==> src/prefetchPkg.sv <==
// prefetch queue shared definitions
// sizes, command and error encodings, and the bundles seen at the queue top
`default_nettype none

package prefetchPkg;

    localparam int LOG_QUEUE_SIZE = 4;                      // log2 of block count
    localparam int QUEUE_SIZE     = 1 << LOG_QUEUE_SIZE;    // 16 blocks
    localparam int BURST_LEN      = 4;                      // blocks per burst
    localparam int NUM_BURSTS     = QUEUE_SIZE / BURST_LEN; // burst slots
    localparam int LOG_NUM_BURSTS = 2;
    localparam int DATA_BITS      = 32;                     // block width
    localparam int ADDR_BITS      = 32;
    localparam int PROMISE_WIDTH  = 3;                      // promise counter width

    // command opcodes, 5..7 are refused as invalid
    typedef enum logic [2:0] {
        OP_NOP               = 3'd0,
        OP_READ_REQ_PREF     = 3'd1, // prefetcher asks for a burst, no promise
        OP_READ_REQ_MASTER   = 3'd2, // master AR, one promise
        OP_READ_DATA_SLAVE   = 3'd3, // DRAM R beat
        OP_READ_DATA_PROMISE = 3'd4  // master takes one block
    } opcodeT;

    typedef enum logic [2:0] {
        ERR_NONE           = 3'd0,
        ERR_INVALID_OPCODE = 3'd1,
        ERR_QUEUE_FULL     = 3'd2,
        ERR_NOT_READY      = 3'd3,
        ERR_DATA_OVERFLOW  = 3'd4
    } errorT;

    typedef struct packed {
        opcodeT                opcode; // command strobe, NOP when idle
        logic [ADDR_BITS-1:0]  addr;
        logic [DATA_BITS-1:0]  data;
        logic                  last;   // only on the final block of a burst
    } reqT;

    typedef struct packed {
        logic [DATA_BITS-1:0] data;
        logic                 last;
    } respT;

    typedef struct packed {
        logic                    addrHit;
        logic [LOG_NUM_BURSTS:0] prefetchReqCnt; // unpromised bursts queued
        logic                    almostFull;
        logic                    hasOutstanding; // some block still waits for DRAM
        logic                    respValid;
        errorT                   errorCode;      // registered, one cycle
    } statusT;

endpackage

`default_nettype wire

==> src/prefetchTagStore.sv <==
// prefetch tag store
// one address tag, promise counter and prefetch flag per burst slot,
// with a priority address match and a count of pending prefetches
`timescale 1ns/1ps
`default_nettype none

module prefetchTagStore (
    input  logic                                  clk,
    input  logic                                  resetN,
    input  logic [prefetchPkg::ADDR_BITS-1:0]     addr,
    input  logic                                  allocTag,
    input  logic [prefetchPkg::LOG_NUM_BURSTS-1:0] allocSlot,
    input  logic                                  allocPromise,
    input  logic                                  promoteTag,
    input  logic [prefetchPkg::LOG_NUM_BURSTS-1:0] promoteSlot,
    input  logic                                  consumePromise,
    input  logic [prefetchPkg::LOG_NUM_BURSTS-1:0] consumeSlot,
    input  logic [prefetchPkg::NUM_BURSTS-1:0]    slotValid,
    input  logic [prefetchPkg::LOG_NUM_BURSTS-1:0] headSlot,
    output logic                                  hit,
    output logic [prefetchPkg::LOG_NUM_BURSTS-1:0] hitSlot,
    output logic [prefetchPkg::PROMISE_WIDTH-1:0] headPromiseCnt,
    output logic [prefetchPkg::PROMISE_WIDTH-1:0] nextPromiseCnt,
    output logic [prefetchPkg::LOG_NUM_BURSTS:0]  prefetchReqCnt
);

    typedef logic [prefetchPkg::LOG_NUM_BURSTS-1:0] slotT;

    logic [prefetchPkg::ADDR_BITS-1:0]     tagMem [prefetchPkg::NUM_BURSTS]; // burst start addr
    logic [prefetchPkg::PROMISE_WIDTH-1:0] promiseCnt [prefetchPkg::NUM_BURSTS];
    logic [prefetchPkg::NUM_BURSTS-1:0]    prefetchVec; // set while nobody has asked for it
    slotT                                  nextSlot;

    // tags only change on allocation
    always_ff @(posedge clk) begin
        if (allocTag) begin
            tagMem[allocSlot] <= addr;
        end
    end

    always_ff @(posedge clk or negedge resetN) begin
        if (!resetN) begin
            prefetchVec <= '0;
            for (int s = 0; s < prefetchPkg::NUM_BURSTS; s++) begin
                promiseCnt[s] <= '0;
            end
        end else begin
            for (int s = 0; s < prefetchPkg::NUM_BURSTS; s++) begin
                if (allocTag && allocSlot == slotT'(s)) begin
                    // fresh burst: master request brings one promise, prefetch none
                    promiseCnt[s] <= {{(prefetchPkg::PROMISE_WIDTH-1){1'b0}}, allocPromise};
                    prefetchVec[s] <= !allocPromise;
                end else begin
                    // promote and consume come from different opcodes, never together
                    if (promoteTag && promoteSlot == slotT'(s)) begin
                        promiseCnt[s]  <= promiseCnt[s] + 1'b1;
                        prefetchVec[s] <= 1'b0; // now wanted by the master
                    end
                    if (consumePromise && consumeSlot == slotT'(s)) begin
                        promiseCnt[s] <= promiseCnt[s] - 1'b1; // burst fully read once
                    end
                end
            end
        end
    end

    // address match, lowest slot wins
    always_comb begin
        hit     = 1'b0;
        hitSlot = '0;
        for (int s = 0; s < prefetchPkg::NUM_BURSTS; s++) begin
            if (!hit && slotValid[s] && tagMem[s] == addr) begin
                hit     = 1'b1;
                hitSlot = slotT'(s);
            end
        end
    end

    always_comb begin
        nextSlot       = headSlot + 1'b1; // wraps around the slot ring
        headPromiseCnt = promiseCnt[headSlot];
        nextPromiseCnt = promiseCnt[nextSlot];
        prefetchReqCnt = '0;
        for (int s = 0; s < prefetchPkg::NUM_BURSTS; s++) begin
            prefetchReqCnt = prefetchReqCnt + (slotValid[s] & prefetchVec[s]);
        end
    end

endmodule

`default_nettype wire

==> src/prefetchDataStore.sv <==
// prefetch data store
// block data and last flags, filled in DRAM arrival order at readDataPtr,
// plus the per-block data-valid bits that feed readiness and pending status
`timescale 1ns/1ps
`default_nettype none

module prefetchDataStore (
    input  logic                                   clk,
    input  logic                                   resetN,
    input  logic [prefetchPkg::DATA_BITS-1:0]      fillData,
    input  logic                                   fillLast,
    input  logic                                   fillEn,
    input  logic [prefetchPkg::QUEUE_SIZE-1:0]     blockValid,
    input  logic [prefetchPkg::LOG_QUEUE_SIZE-1:0] headBlock,
    input  logic [prefetchPkg::LOG_QUEUE_SIZE-1:0] nextBlock,
    input  logic                                   clearBurst,
    input  logic [prefetchPkg::LOG_NUM_BURSTS-1:0] clearSlot,
    output logic                                   fillOk,
    output prefetchPkg::respT                      headData,
    output logic                                   headDataValid,
    output logic                                   nextDataValid,
    output logic                                   anyPending
);

    logic [prefetchPkg::DATA_BITS-1:0]      dataMem [prefetchPkg::QUEUE_SIZE];
    logic [prefetchPkg::QUEUE_SIZE-1:0]     lastVec;
    logic [prefetchPkg::QUEUE_SIZE-1:0]     dataValidVec; // block has its DRAM beat
    logic [prefetchPkg::LOG_QUEUE_SIZE-1:0] readDataPtr;  // next block to be filled

    // a fill needs an allocated block that is still empty
    assign fillOk = blockValid[readDataPtr] && !dataValidVec[readDataPtr];

    always_ff @(posedge clk) begin
        if (fillEn && fillOk) begin
            dataMem[readDataPtr] <= fillData;
            lastVec[readDataPtr] <= fillLast;
        end
    end

    always_ff @(posedge clk or negedge resetN) begin
        if (!resetN) begin
            dataValidVec <= '0;
            readDataPtr  <= '0;
        end else begin
            if (clearBurst) begin
                for (int b = 0; b < prefetchPkg::QUEUE_SIZE; b++) begin
                    if (b / prefetchPkg::BURST_LEN == clearSlot) begin
                        dataValidVec[b] <= 1'b0; // new burst starts empty
                    end
                end
            end
            if (fillEn && fillOk) begin
                dataValidVec[readDataPtr] <= 1'b1;
                readDataPtr               <= readDataPtr + 1'b1; // wraps with the ring
            end
        end
    end

    assign headData.data = dataMem[headBlock];
    assign headData.last = lastVec[headBlock];
    assign headDataValid = dataValidVec[headBlock];
    assign nextDataValid = dataValidVec[nextBlock]; // first block of the next burst

    // allocated but not yet filled
    assign anyPending = |(blockValid & ~dataValidVec);

endmodule

`default_nettype wire

==> src/prefetchQueueCtrl.sv <==
// prefetch queue controller
// decodes the command strobe into store updates, keeps the burst ring
// (valid bits, head, tail, offset in head) and registers the error code
`timescale 1ns/1ps
`default_nettype none

module prefetchQueueCtrl (
    input  logic                                    clk,
    input  logic                                    resetN,
    input  prefetchPkg::reqT                        req,
    input  logic [prefetchPkg::LOG_NUM_BURSTS:0]    crsAlmostFullSpacer, // in bursts
    input  logic                                    hit,
    input  logic [prefetchPkg::LOG_NUM_BURSTS-1:0]  hitSlot,
    input  logic [prefetchPkg::PROMISE_WIDTH-1:0]   headPromiseCnt,
    input  logic [prefetchPkg::PROMISE_WIDTH-1:0]   nextPromiseCnt,
    input  prefetchPkg::respT                       headData,
    input  logic                                    headDataValid,
    input  logic                                    nextDataValid,
    input  logic                                    fillOk,
    output logic                                    allocTag,
    output logic [prefetchPkg::LOG_NUM_BURSTS-1:0]  allocSlot,
    output logic                                    allocPromise,
    output logic                                    promoteTag,
    output logic [prefetchPkg::LOG_NUM_BURSTS-1:0]  promoteSlot,
    output logic                                    consumePromise,
    output logic [prefetchPkg::LOG_NUM_BURSTS-1:0]  consumeSlot,
    output logic                                    fillEn,
    output logic [prefetchPkg::NUM_BURSTS-1:0]      slotValid,
    output logic [prefetchPkg::LOG_NUM_BURSTS-1:0]  headSlot,
    output logic [prefetchPkg::LOG_QUEUE_SIZE-1:0]  headBlock,
    output logic [prefetchPkg::LOG_QUEUE_SIZE-1:0]  nextBlock,
    output logic [prefetchPkg::QUEUE_SIZE-1:0]      blockValid,
    output logic                                    respValid,
    output logic                                    almostFull,
    output prefetchPkg::errorT                      errorCode
);

    typedef logic [prefetchPkg::LOG_NUM_BURSTS-1:0] slotT;
    typedef logic [prefetchPkg::LOG_QUEUE_SIZE-prefetchPkg::LOG_NUM_BURSTS-1:0] offsetT;

    logic [prefetchPkg::NUM_BURSTS-1:0] validVec;
    slotT                               tailSlot;
    slotT                               nextSlot;
    offsetT                             burstOffset;  // block inside the head burst
    logic [prefetchPkg::LOG_NUM_BURSTS:0]   validCnt;
    logic [prefetchPkg::LOG_NUM_BURSTS+1:0] fillLevel;  // valid bursts plus spacer
    logic                               full;
    logic                               headHasPromise;
    logic                               headReady;
    logic                               nextReady;
    logic                               serve;
    prefetchPkg::errorT                 errorNext;

    assign slotValid = validVec;

    always_comb begin
        nextSlot = headSlot + 1'b1;
        validCnt = '0;
        for (int s = 0; s < prefetchPkg::NUM_BURSTS; s++) begin
            validCnt = validCnt + validVec[s];
        end
        full       = &validVec; // no free slot left
        fillLevel  = validCnt + crsAlmostFullSpacer;
        almostFull = fillLevel >= prefetchPkg::NUM_BURSTS;
        for (int b = 0; b < prefetchPkg::QUEUE_SIZE; b++) begin
            blockValid[b] = validVec[b / prefetchPkg::BURST_LEN];
        end

        // head with promises serves its own block, otherwise look at the next burst
        headHasPromise = validVec[headSlot] && headPromiseCnt != '0;
        nextBlock      = {nextSlot, offsetT'(0)};
        headBlock      = headHasPromise ? {headSlot, burstOffset} : nextBlock;
        headReady      = headHasPromise && headDataValid;
        nextReady      = !headHasPromise && validVec[nextSlot] && nextDataValid
                         && nextPromiseCnt != '0;
        respValid      = headReady || nextReady;
        serve          = req.opcode == prefetchPkg::OP_READ_DATA_PROMISE && respValid;
    end

    // command decode, strobes are valid in the command cycle only
    always_comb begin
        allocTag       = 1'b0;
        allocPromise   = 1'b0;
        promoteTag     = 1'b0;
        fillEn         = 1'b0;
        errorNext      = prefetchPkg::ERR_NONE;
        allocSlot      = tailSlot;
        promoteSlot    = hitSlot;
        consumeSlot    = headHasPromise ? headSlot : nextSlot; // pop case serves next
        consumePromise = serve && headData.last;                // end of one burst read
        case (req.opcode)
            prefetchPkg::OP_NOP: errorNext = prefetchPkg::ERR_NONE;
            prefetchPkg::OP_READ_REQ_PREF: begin
                if (full) errorNext = prefetchPkg::ERR_QUEUE_FULL;
                else      allocTag  = 1'b1;
            end
            prefetchPkg::OP_READ_REQ_MASTER: begin
                if (hit) begin
                    promoteTag = 1'b1; // burst already queued, add a promise
                end else if (full) begin
                    errorNext = prefetchPkg::ERR_QUEUE_FULL;
                end else begin
                    allocTag     = 1'b1;
                    allocPromise = 1'b1;
                end
            end
            prefetchPkg::OP_READ_DATA_SLAVE: begin
                fillEn = 1'b1; // store drops it when no block is open
                if (!fillOk) errorNext = prefetchPkg::ERR_DATA_OVERFLOW;
            end
            prefetchPkg::OP_READ_DATA_PROMISE: begin
                if (!respValid) errorNext = prefetchPkg::ERR_NOT_READY;
            end
            default: errorNext = prefetchPkg::ERR_INVALID_OPCODE;
        endcase
    end

    always_ff @(posedge clk or negedge resetN) begin
        if (!resetN) begin
            validVec    <= '0;
            headSlot    <= '0;
            tailSlot    <= '0;
            burstOffset <= '0;
            errorCode   <= prefetchPkg::ERR_NONE;
        end else begin
            errorCode <= errorNext;
            if (allocTag) begin
                validVec[tailSlot] <= 1'b1;
                tailSlot           <= tailSlot + 1'b1;
            end
            if (serve) begin
                if (nextReady) begin // head used up, retire it
                    validVec[headSlot] <= 1'b0;
                    headSlot           <= nextSlot;
                end
                // step past the served block, back to 0 after last
                burstOffset <= headData.last ? offsetT'(0) : offsetT'(headBlock) + 1'b1;
            end
        end
    end

endmodule

`default_nettype wire

==> src/prefetchQueue.sv <==
// prefetch data queue top
// tag store and data store side by side, steered by the queue controller
`timescale 1ns/1ps
`default_nettype none

module prefetchQueue (
    input  logic                                 clk,
    input  logic                                 resetN,
    input  prefetchPkg::reqT                     req,
    input  logic [prefetchPkg::LOG_NUM_BURSTS:0] crsAlmostFullSpacer,
    output prefetchPkg::respT                    resp,
    output prefetchPkg::statusT                  status
);

    logic                                   hit, allocTag, allocPromise, promoteTag;
    logic                                   consumePromise, fillEn, fillOk;
    logic                                   headDataValid, nextDataValid, anyPending;
    logic                                   respValid, almostFull;
    logic [prefetchPkg::LOG_NUM_BURSTS-1:0] hitSlot, allocSlot, promoteSlot;
    logic [prefetchPkg::LOG_NUM_BURSTS-1:0] consumeSlot, headSlot;
    logic [prefetchPkg::PROMISE_WIDTH-1:0]  headPromiseCnt, nextPromiseCnt;
    logic [prefetchPkg::LOG_NUM_BURSTS:0]   prefetchReqCnt;
    logic [prefetchPkg::NUM_BURSTS-1:0]     slotValid;
    logic [prefetchPkg::QUEUE_SIZE-1:0]     blockValid;
    logic [prefetchPkg::LOG_QUEUE_SIZE-1:0] headBlock, nextBlock;
    prefetchPkg::errorT                     errorCode;

    prefetchTagStore tagStore (
        .clk, .resetN, .addr(req.addr), .allocTag, .allocSlot, .allocPromise,
        .promoteTag, .promoteSlot, .consumePromise, .consumeSlot, .slotValid, .headSlot,
        .hit, .hitSlot, .headPromiseCnt, .nextPromiseCnt, .prefetchReqCnt
    );

    // a new burst clears its data-valid bits in the allocation cycle
    prefetchDataStore dataStore (
        .clk, .resetN, .fillData(req.data), .fillLast(req.last), .fillEn, .blockValid,
        .headBlock, .nextBlock, .clearBurst(allocTag), .clearSlot(allocSlot),
        .fillOk, .headData(resp), .headDataValid, .nextDataValid, .anyPending
    );

    prefetchQueueCtrl queueCtrl (
        .clk, .resetN, .req, .crsAlmostFullSpacer, .hit, .hitSlot, .headPromiseCnt,
        .nextPromiseCnt, .headData(resp), .headDataValid, .nextDataValid, .fillOk,
        .allocTag, .allocSlot, .allocPromise, .promoteTag, .promoteSlot, .consumePromise,
        .consumeSlot, .fillEn, .slotValid, .headSlot, .headBlock, .nextBlock, .blockValid,
        .respValid, .almostFull, .errorCode
    );

    assign status = '{addrHit: hit, prefetchReqCnt: prefetchReqCnt, almostFull: almostFull,
                      hasOutstanding: anyPending, respValid: respValid, errorCode: errorCode};

endmodule

`default_nettype wire

==> config.mk <==
export PLATFORM = sky130hd
export DESIGN_NAME = prefetchQueue
export DESIGN_NICKNAME = d
export VERILOG_FILES = /design/src/prefetchPkg.sv /design/src/prefetchTagStore.sv /design/src/prefetchDataStore.sv /design/src/prefetchQueueCtrl.sv /design/src/prefetchQueue.sv
export SDC_FILE = /design/constraint.sdc
export NUM_CORES = 1
export LEC_CHECK = 0
export BUFFER_PORTS_ARGS = -buffer_cell sky130_fd_sc_hd__buf_2
export CAP_MARGIN = 20
export CORE_ASPECT_RATIO = 0.9
export CORE_UTILIZATION = 45
export DETAILED_ROUTE_END_ITERATION = 8
export PLACE_DENSITY_LB_ADDON = 0.12
export SKIP_CTS_REPAIR_TIMING = 1
export SLEW_MARGIN = 20
export SYNTH_ARGS = -nofsm -noshare
export SYNTH_HDL_FRONTEND = slang
export SYNTH_SLANG_ARGS = --single-unit
==> constraint.sdc <==
create_clock -name clk -period 7.1 [get_ports clk]
set_clock_uncertainty 0.2 [all_clocks]
set_input_delay 1.42 -clock clk [delete_from_list [all_inputs] [get_ports clk]]
set_output_delay 1.42 -clock clk [all_outputs]
set_load 0.05 [all_outputs]
-- Word level (Yosys, flattened, before mapping)
Memories as Yosys holds them, arrays and structs flattened.
Cells that the tools add are included.
W data, S select, Z words.
- memory bits (writable): 640
- word-level logic and storage cells: 230
- memories: 2
- input bits: 73
- output and inout port bits: 43
- flip-flop bits (word level): 65
- memory list (name ; words ; bits a word ; read ports ; clocked after memory_dff ; wr ports ; RTL line ; text):
    dataStore.dataMem ; 16 ; 32 ; 1 ; 0 ; 1 ; prefetchDataStore.sv:25 ; logic [prefetchPkg::DATA_BITS-1:0] dataMem [prefetchPkg::QUEUE_SIZE];
    tagStore.tagMem ; 4 ; 32 ; 4 ; 0 ; 1 ; prefetchTagStore.sv:29 ; logic [prefetchPkg::ADDR_BITS-1:0] tagMem [prefetchPkg::NUM_BURSTS];
- reduce and logical (&&, ||, !) cells: 55
- magnitude comparators: 12
- mux-type cells: 94
- eq/ne operators: 20
- bitwise operators: 12
- add/sub/neg operators: 19
- operators by type and width (kind ; count):
    $eq A32 B32 Y1 ; 4
    $mux W3 ; 17
    $mux W1 ; 49
    $mux W16 ; 2
    $logic_and A1 B1 Y1 ; 31
    $reduce_bool A3 Y1 ; 6
    $and A16 B16 Y16 ; 1
    $bmux W1 S4 ; 4
    $bwmux W16 ; 1
    $mux W4 ; 4
    $not A16 Y16 ; 1
    $or A16 B16 Y16 ; 1
    $reduce_or A16 Y1 ; 1
    $lt A4 B5 Y1 const B ; 3
    $pmux W3 S5 ; 1
    $mux W2 ; 7
    $add A3 B1 Y3 const B ; 4
    $bmux W3 S2 ; 2
    $eq A2 B2 Y1 const B ; 6
    $sub A3 B1 Y3 const B ; 4
    $add A3 B3 Y3 ; 3
    $lt A2 B3 Y1 const B ; 3
    $reduce_bool A2 Y1 ; 4
    $add A2 B1 Y2 const B ; 3
    29 further kinds ; 50

-- Logic depth before layout (Yosys ltp)
Gate-level depths: netlist of the first run.
An unclocked memory read counts as a cell.
- depth after elaboration: 22
- depth in mapped cells: 15
- gate-level depth less buffers: 14

-- By module
From an unflattened synthesis of the first run, not the netlist that was laid out.
- cells, all modules: 1416
- area total of the unflattened synthesis: 28959.0 um2
- modules (own cells, without submodules) (module ; instances ; seq. area each (um2) ; area each (um2) ; cells an instance):
    prefetchDataStore ; 1 ; 16355.7 ; 21410.5 ; 884
    prefetchTagStore ; 1 ; 4244.1 ; 6411.1 ; 421
    prefetchQueueCtrl ; 1 ; 325.3 ; 1107.3 ; 107
    prefetchQueue ; 1 ; 0.0 ; 30.0 ; 4

-- Worst setup path before layout of the first run
Ideal clock, no wire load.
- path kind: input-to-reg
- start point: input port req[67] (netlist bit)
- end point: memory dataStore.dataMem[3][0] (netlist bit), enable pin
- setup slack: 1.999 ns
- stages: 4
- library setup time: 0.467 ns
- data required time: 6.433 ns
- buffers on the path: 0
- arrival time: 4.435 ns
- cells stage by stage: nand3b_1 > nor2_1 > nand2_1 > nor3_1
- longest elaborated chain between the ends: 5
- RTL lines (what ; RTL line ; text):
    from (decl) ; prefetchQueue.sv:9 ; input prefetchPkg::reqT req,
    $eq A3 B2 Y1 ; prefetchQueueCtrl.sv:91 ; case (req.opcode)
    $mux W1 ; prefetchQueueCtrl.sv:91 ;
    $logic_and A1 B1 Y1 ; prefetchDataStore.sv:34 ; if (fillEn && fillOk) begin
    $mux W1 ; prefetchDataStore.sv:34 ;
    $mux W1 (implied by the code) ; prefetchDataStore.sv:35 ; dataMem[readDataPtr] <= fillData;
    to (decl) ; prefetchDataStore.sv:25 ;
No other way between the ends.

==> metrics list, run 1 <==
- The flow ran to the end, and the final reports show no timing, DRC or antenna violations.
- Number of H-tree branching levels: 3
- Leak pwr: 11.0 nW
- Area of the core: about 63000 sq um
* Highest fanout seen on the critical path: ~110
- Non-filler cells, final: 3033
* Sequential-to-total area share from yosys stat: 0.732
- The number of max-slew violations in the final report was 0.
* Root buffer selected by CTS: sky130_fd_sc_hd__clkbuf_16
* Min cycle time layout: 5.88 ns
- During synthesis, Yosys emitted a total of 0 warnings.
- Length in cells of the worst reg-to-reg path: 12
- Worst skew pair latency: 0.62 ns
- Hold depth: 1
- Number of register bits inferred by synthesis: 705
- Y dimension of the die: 241 um
- HPWL after DPL: 41500 um
- Layout net count: around 2200
- Residual overflow from global routing: 0
- In the finished design, the share of the clock period the worst path needs comes to 0.828.
- In this run the worst hold path is classified as reg -> reg.
* Stage delay of the slowest cell on the critical path: 0.77 ns
* Die area: 64600 sq um
* Clock sink count: 705
* X dimension of the die: 268 um
* Global-route wire length before repair: 110000 um
- Traced cell by cell, the critical path runs through o311ai_1 > o22ai_1 > buf_4 > a22oi_4 > buf_12 > nand2_1 > a21oi_1 > nor4_1 > a21oi_1 > buf_2.
* Pwr/cell area: 468 nW/um^2
- Synthesized net count: 2110
- Row count: 87
* Max Root-Sink Buffers: 3
- In this run the tightest slew margin relative to its limit is 0.270.
* Relative area change from synthesis to final layout: 13.8%
- Number of antenna violations at the first check in global routing: 6
- Counting tap cells, the placed design contains a total of 2899 instances.
- WL per Instance: 24.5 um
* DRT Wirelength: 74400 um
* Cts bufs inserted: 74
* Total standard cell area after synthesis: 28600 sq um
- Maximum achievable frequency: 170 MHz
* GRT Resource Usage Total: 0.232
- Among all flip-flop cells after synthesis, the most frequent one is sky130_fd_sc_hd__edfxtp_1.
* Post-Synthesis Cells: 2013
- The count of buffers added on input and output ports is 115.
- Data on the critical path is required at its endpoint by 5.48 ns.
- # Max-Cap Violations: 0
* Fraction of final layout cells sized beyond drive strength 1: 0.140
- Setup crit end kind: primary output
- Boundary pin count: 116
* Post-synth EDFFs: 656
- Clock-pin slew was measured on the worst setup and hold paths at 0.06 ns.
* Cell occurring most often along the worst timing path: sky130_fd_sc_hd__a21oi_1
- The number of global-route vias before repair was 16976.
* Proportion of register bits with asynchronous set or reset after synthesis: 0.0695
- The slowest stage of the critical path belongs to the cell sky130_fd_sc_hd__a22oi_4.
- Post-synthesis average cell area: approximately 14 sq um
- Maximum vdd ir drop: 0.880 mV
- Counting distinct cell types in the post-synthesis netlist gives 78.
- Final Wtd Congestion: 0.859
- Final TNS setup: 0 ns
* Kind of launch point of the worst setup path: flip-flop
- For the pin with the worst max-slew slack, the measured transition is 1.10 ns.
- For this configuration, the core starts out at a cell density of 0.456.
- Ratio of routed vias to standard cells: 5.80
- CP Data Arrival Time: between 4 and 5 ns
* Total power: 0.0152 W
* TritonCTS clock tree: built
* Number of search-and-repair iterations in the first detailed-routing pass: 5
- DRC marker count from the first detailed-route iteration: 1635
- Pin count of the biggest net entering global routing: 143
- Across all layers, the routed design uses 17594 vias.
- Setup repair after global routing left no endpoint under its margin.
- Type of the worst setup path: reg -> out
* Final core utilization: 0.519
- Setup violations remaining at the end of the flow were counted as 0.
* Post-detailed-route DRC marker count: 0
* Antenna-violating nets left: 0
- Number of endpoints with negative hold slack in the final report: 0
## worst max-delay path: cells and delay by family (launching register included)
family          cells  cell delay (ns)
flops               1             0.42
compound gates      5             1.85
simple gates        2             0.20
buf+inv             3             1.02
## registers in the layout, summed over array words and instances, names as in the netlist, 3 cells and up
name and flops:
dataStore.dataMem 512, tagStore.tagMem 128, queueCtrl.errorCode 3, queueCtrl.slotValid 4, dataStore.dataValidVec 16, tagStore.promiseCnt 12
dataStore.lastVec 16, dataStore.readDataPtr 4, tagStore.prefetchVec 4
## worst paths after layout
check	from	end	slack, ns
hold / removal	tagStore.promiseCnt[11]	tagStore.promiseCnt[11]	0.30
max in group asynchronous	resetN	dataStore.dataValidVec[2]	5.52
setup reg to reg	tagStore.promiseCnt[0]	tagStore.promiseCnt[2]	2.41
setup / recovery	tagStore.promiseCnt[0]	resp[31]	1.22
hold reg to reg	tagStore.promiseCnt[11]	tagStore.promiseCnt[11]	0.30
min in group asynchronous	resetN	queueCtrl.errorCode[2]	0.73
## synthesized netlist by cell type, types with 9 or more instances
cell type | n | share of area
sky130_fd_sc_hd__xor2_1 | 60 | 0.018
sky130_fd_sc_hd__nor4_1 | 63 | 0.014
sky130_fd_sc_hd__dfrtp_1 | 49 | 0.043
sky130_fd_sc_hd__nand4_1 | 27 | 0.0059
sky130_fd_sc_hd__a21oi_1 | 167 | 0.029
sky130_fd_sc_hd__ha_1 | 18 | 0.0079
sky130_fd_sc_hd__nor2_1 | 33 | 0.0043
sky130_fd_sc_hd__buf_1 | 10 | 0.0013
sky130_fd_sc_hd__nand2b_1 | 16 | 0.0035
sky130_fd_sc_hd__xnor2_1 | 75 | 0.023
sky130_fd_sc_hd__nand3_1 | 24 | 0.0042
sky130_fd_sc_hd__edfxtp_1 | 656 | 0.69
sky130_fd_sc_hd__o22ai_1 | 197 | 0.043
sky130_fd_sc_hd__a21o_1 | 14 | 0.0037
sky130_fd_sc_hd__clkbuf_1 | 86 | 0.011
sky130_fd_sc_hd__inv_1 | 32 | 0.0042
sky130_fd_sc_hd__nor3_1 | 50 | 0.0088
sky130_fd_sc_hd__o21ai_0 | 9 | 0.0016
sky130_fd_sc_hd__nand2_1 | 297 | 0.039
## layout by cell type, fill, tap and decap left out, types with 18 or more instances in the layout
cell type	n
sky130_fd_sc_hd__edfxtp_1	656
sky130_fd_sc_hd__nand2_1	293
sky130_fd_sc_hd__o22ai_1	197
sky130_fd_sc_hd__a21oi_1	167
sky130_fd_sc_hd__buf_2	115
sky130_fd_sc_hd__clkbuf_16	76
sky130_fd_sc_hd__xnor2_1	75
sky130_fd_sc_hd__nor4_1	61
sky130_fd_sc_hd__xor2_1	60
sky130_fd_sc_hd__dfrtp_1	49
sky130_fd_sc_hd__nor3_1	46
sky130_fd_sc_hd__inv_1	32
sky130_fd_sc_hd__buf_4	29
sky130_fd_sc_hd__nand4_1	27
sky130_fd_sc_hd__nand3_1	24
sky130_fd_sc_hd__nor2_1	21
sky130_fd_sc_hd__ha_1	18
## routing by layer
layer  routed length [um]  up-vias  share of wire  GRT usage
met1                34800     8988           0.47      0.349
met2                34100      527           0.46      0.355
met3                 4340       98          0.058     0.0372
met5                   10        -        0.00013          0
li1                     -     7979              -          -
met4                 1140        2          0.015     0.0490
## cell families after synthesis
| kind of cell | Yosys count | synth area share |
|---|---|---|
| flip-flops | 705 | 0.732 |
| AND/OR/NAND/NOR | 539 | 0.0876 |
| AO/OA/AOI/OAI | 452 | 0.0990 |
| buffers and inverters | 141 | 0.0194 |
| XOR/XNOR | 135 | 0.0413 |
| adder cells (fa/ha/maj) | 24 | 0.0121 |
| multiplexers | 17 | 0.00879 |
## where the power goes
group / internal, W / switching, W / total, W
Combinational: 0.00169 / 0.00486 / 0.00655
Clock: 0.00208 / 0.00158 / 0.00366
Sequential: 0.00479 / 0.000231 / 0.00502
## layout make-up
cell class              count  area [sq um]
fillers                  5294         30200
flip-flops and latches    705         20900
multi-input cells        1167          7290
clock buffers              93          1970
well taps                 845          1060
repair buffers            148           873
clock inverters            39           303
inverters                  34           130
diodes                      2          5.00
## stage by stage
stage / hold slack, ns / setup WS (ns) / instance area [sq um]
2_1_floorplan: 0.269 / 2.00 / 28600
3_3_place_gp: 0.290 / 1.92 / 30300
3_5_place_dp: 0.299 / 1.86 / 30300
4_1_cts: 0.306 / 1.19 / 32500
5_1_grt: 0.315 / 0.934 / 32500
6_report: 0.302 / 1.22 / 32500
Note: power is estimated with default switching activity, not from simulation.
==> run 2: changes to the inputs <==
==> constraint.sdc (replaced) <==
create_clock -name clk -period 5.35 [get_ports clk]
set_clock_uncertainty 0.2 [all_clocks]
set_input_delay 1.07 -clock clk [delete_from_list [all_inputs] [get_ports clk]]
set_output_delay 1.07 -clock clk [all_outputs]
set_load 0.05 [all_outputs]
==> run 2 against run 1 <==
  * Clock-buffer cell count fell by 3
  * Sequential share of layout area fell by 0.57 points
  * Register-to-register slack got worse by 1.4 ns
  * Critical path depth did not move
  * Sequential power rose by 32%
==> metrics list, run 2 (synthesis results as in run 1) <==
- Hold Path Class: reg -> reg
- Routability-driven placement finished with a final weighted congestion of 0.897.
* Data required time at the worst endpoint: 4.08 ns
* # Max-Cap Violations: 0
- The largest registers in the layout are dataStore.dataMem x512, tagStore.tagMem x128.
- Buffers placed on the I/O ports in this run total 115.
- Cts bufs inserted: 74
- Using the TritonRoute via totals, the vias-per-cell ratio works out to 5.79.
* Vias post-DR: around 18000
- Relative area change from synthesis to final layout: 14.8%
- 116 I/O pins were placed.
* DRC marker count from the first detailed-route iteration: 1800
- Y dimension of the die: 241 um
- Worst slew slack as a fraction of its limit: 0.314
- The routed design has 73600 um of wire.
- The die covers 64600 sq um.
* Maximum vdd ir drop: approximately 1.1 mV
- Largest register FFs: 512
- Pin count of the biggest net entering global routing: 101
* Clock sink count: 705
- On the worst path, the slowest cell contributes a delay of 0.52 ns.
* Fraction of final layout cells sized beyond drive strength 1: 0.151
- Number of search-and-repair iterations in the first detailed-routing pass: 5
* CP Data Arrival Time: 3.94 ns
* Worst-margin pin slew: 1.03 ns
- On the critical path the largest part of the delay comes from compound AO/OA/AOI/OAI gates.
- Setup violators final: 0
- Max Root-Sink Buffers: 3
* Number of H-tree branching levels: 3
* Critical path buffers and inverters: 3
- Reg-to-reg slack, setup: 1.06 ns
- In this run the power density over the cells is 626 nW/um^2.
* Number of endpoints with negative hold slack in the final report: 0
* Min cycle time layout: 5.21 ns
- HPWL after DPL: 42600 um
* Most used cells in the layout excluding fill and tap cells: sky130_fd_sc_hd__edfxtp_1 (656), sky130_fd_sc_hd__nand2_1 (293), sky130_fd_sc_hd__o22ai_1 (196), sky130_fd_sc_hd__a21oi_1 (167), sky130_fd_sc_hd__buf_2 (115)
- Final core utilization: 0.524
- Measured along the x axis, the die boundary spans ~270 um.
- Largest reg by FF count: dataStore.dataMem
* Row count: 87
- Cells along the critical path: inv_1 > ha_1 > o221ai_2 > o21ai_2 > nand2_4 > buf_4 > o22ai_1 > nor3_1 > a21oi_1 > buf_2
- In the finished design, the share of the clock period the worst path needs comes to 0.974.
- Leak pwr: 11.1 nW
- The setup path with the least slack is of type reg -> out.
- Register clock-pin slew on the reported worst setup and hold paths: 0.06 ns
* Root buffer selected by CTS: sky130_fd_sc_hd__clkbuf_16
- Hold is met by a little over 0.3 ns.
- On the critical path, the stage with the largest delay is an instance of sky130_fd_sc_hd__dfrtp_1.
* Layout net count: 2249
- Area of the core: 62700 sq um
- The worst setup path is captured at a primary output.
- Global-route wire length before repair: 110000 um
* Status: finished clean
* Number of fill cells: ~5300
- Starting density of the core: 0.456
* Number of antenna violations at the first check in global routing: 3
* Final number of max-transition violations: 0
* RSZ-0062 raised after global routing: no
- For this run, the total global-route usage over all layers was measured as 0.230.
* WL per Instance: 24.1 um
- Maximum achievable frequency: about 190 MHz
- Post-detailed-route DRC marker count: 0
* Kind of launch point of the worst setup path: flip-flop
- Worst skew pair latency: 0.62 ns
* Most common cell after layout, fill and taps aside: sky130_fd_sc_hd__edfxtp_1
- TritonCTS clock tree: built
- In the final timing run, aggregate negative setup slack is 0 ns.
* Antenna-violating nets left: 0
- Residual overflow from global routing: 0
- Vias in the first global route: 17050
- Highest fanout seen on the critical path: 20
[run 2: cell count changes in the layout (fill, tap and decap cells not counted), sizes merged]
cell,previous run,this run
buf,148,170
clkinv,34,29
inv,35,39
bufinv,3,6
clkbuf,93,90
diode,2,1
[run 2: worst paths after layout]
| check | startpoint | endpoint | depth (start not counted) |
|---|---|---|---|
| hold / removal | tagStore.prefetchVec[1] | tagStore.prefetchVec[1] | 1 |
| setup reg to reg | tagStore.promiseCnt[0] | tagStore.promiseCnt[2] | 11 |
| min in group asynchronous | resetN | queueCtrl.errorCode[2] | 2 |
| max in group asynchronous | resetN | dataStore.dataValidVec[8] | 2 |
| setup / recovery | queueCtrl.headSlot[0] | resp[26] | 10 |
| hold reg to reg | tagStore.prefetchVec[1] | tagStore.prefetchVec[1] | 1 |
[run 2: cell type report]
class	instances	area (sq um)	area share
flip-flops and latches	705	20900	0.637
repair buffers	170	1090	0.0331
clock buffers	90	1920	0.0585
well taps	845	1060	0.0322
multi-input cells	1167	7290	0.222
diodes	1	2.50	0.0000762
clock inverters	41	425	0.0130
inverters	34	130	0.00396
[run 2: where the power goes]
part           internal [W]  switching, W
clock               0.00287       0.00215
combinational       0.00238       0.00652
sequential          0.00636      0.000275
[run 2: per-layer routing]
layer / vias to the layer above / routed length [um] / track usage
met3: 105 / 4180 / 0.0342
met2: 552 / 33300 / 0.343
li1: 8011 / - / -
met4: 4 / 1410 / 0.0615
met5: - / 24 / 0
met1: 8997 / 34600 / 0.350
[run 2: through the flow]
stage          worst slack (ns)  instance area, sq um  cells  total power, W
6_report                  0.140                 32800   3053          0.0205
4_1_cts                   0.119                 32800   3052          0.0207
2_1_floorplan             0.314                 28600   2013          0.0129
5_1_grt                  0.0109                 32800   3053          0.0215
3_3_place_gp              0.867                 30500   2921          0.0156
3_5_place_dp              0.792                 30500   2921          0.0156
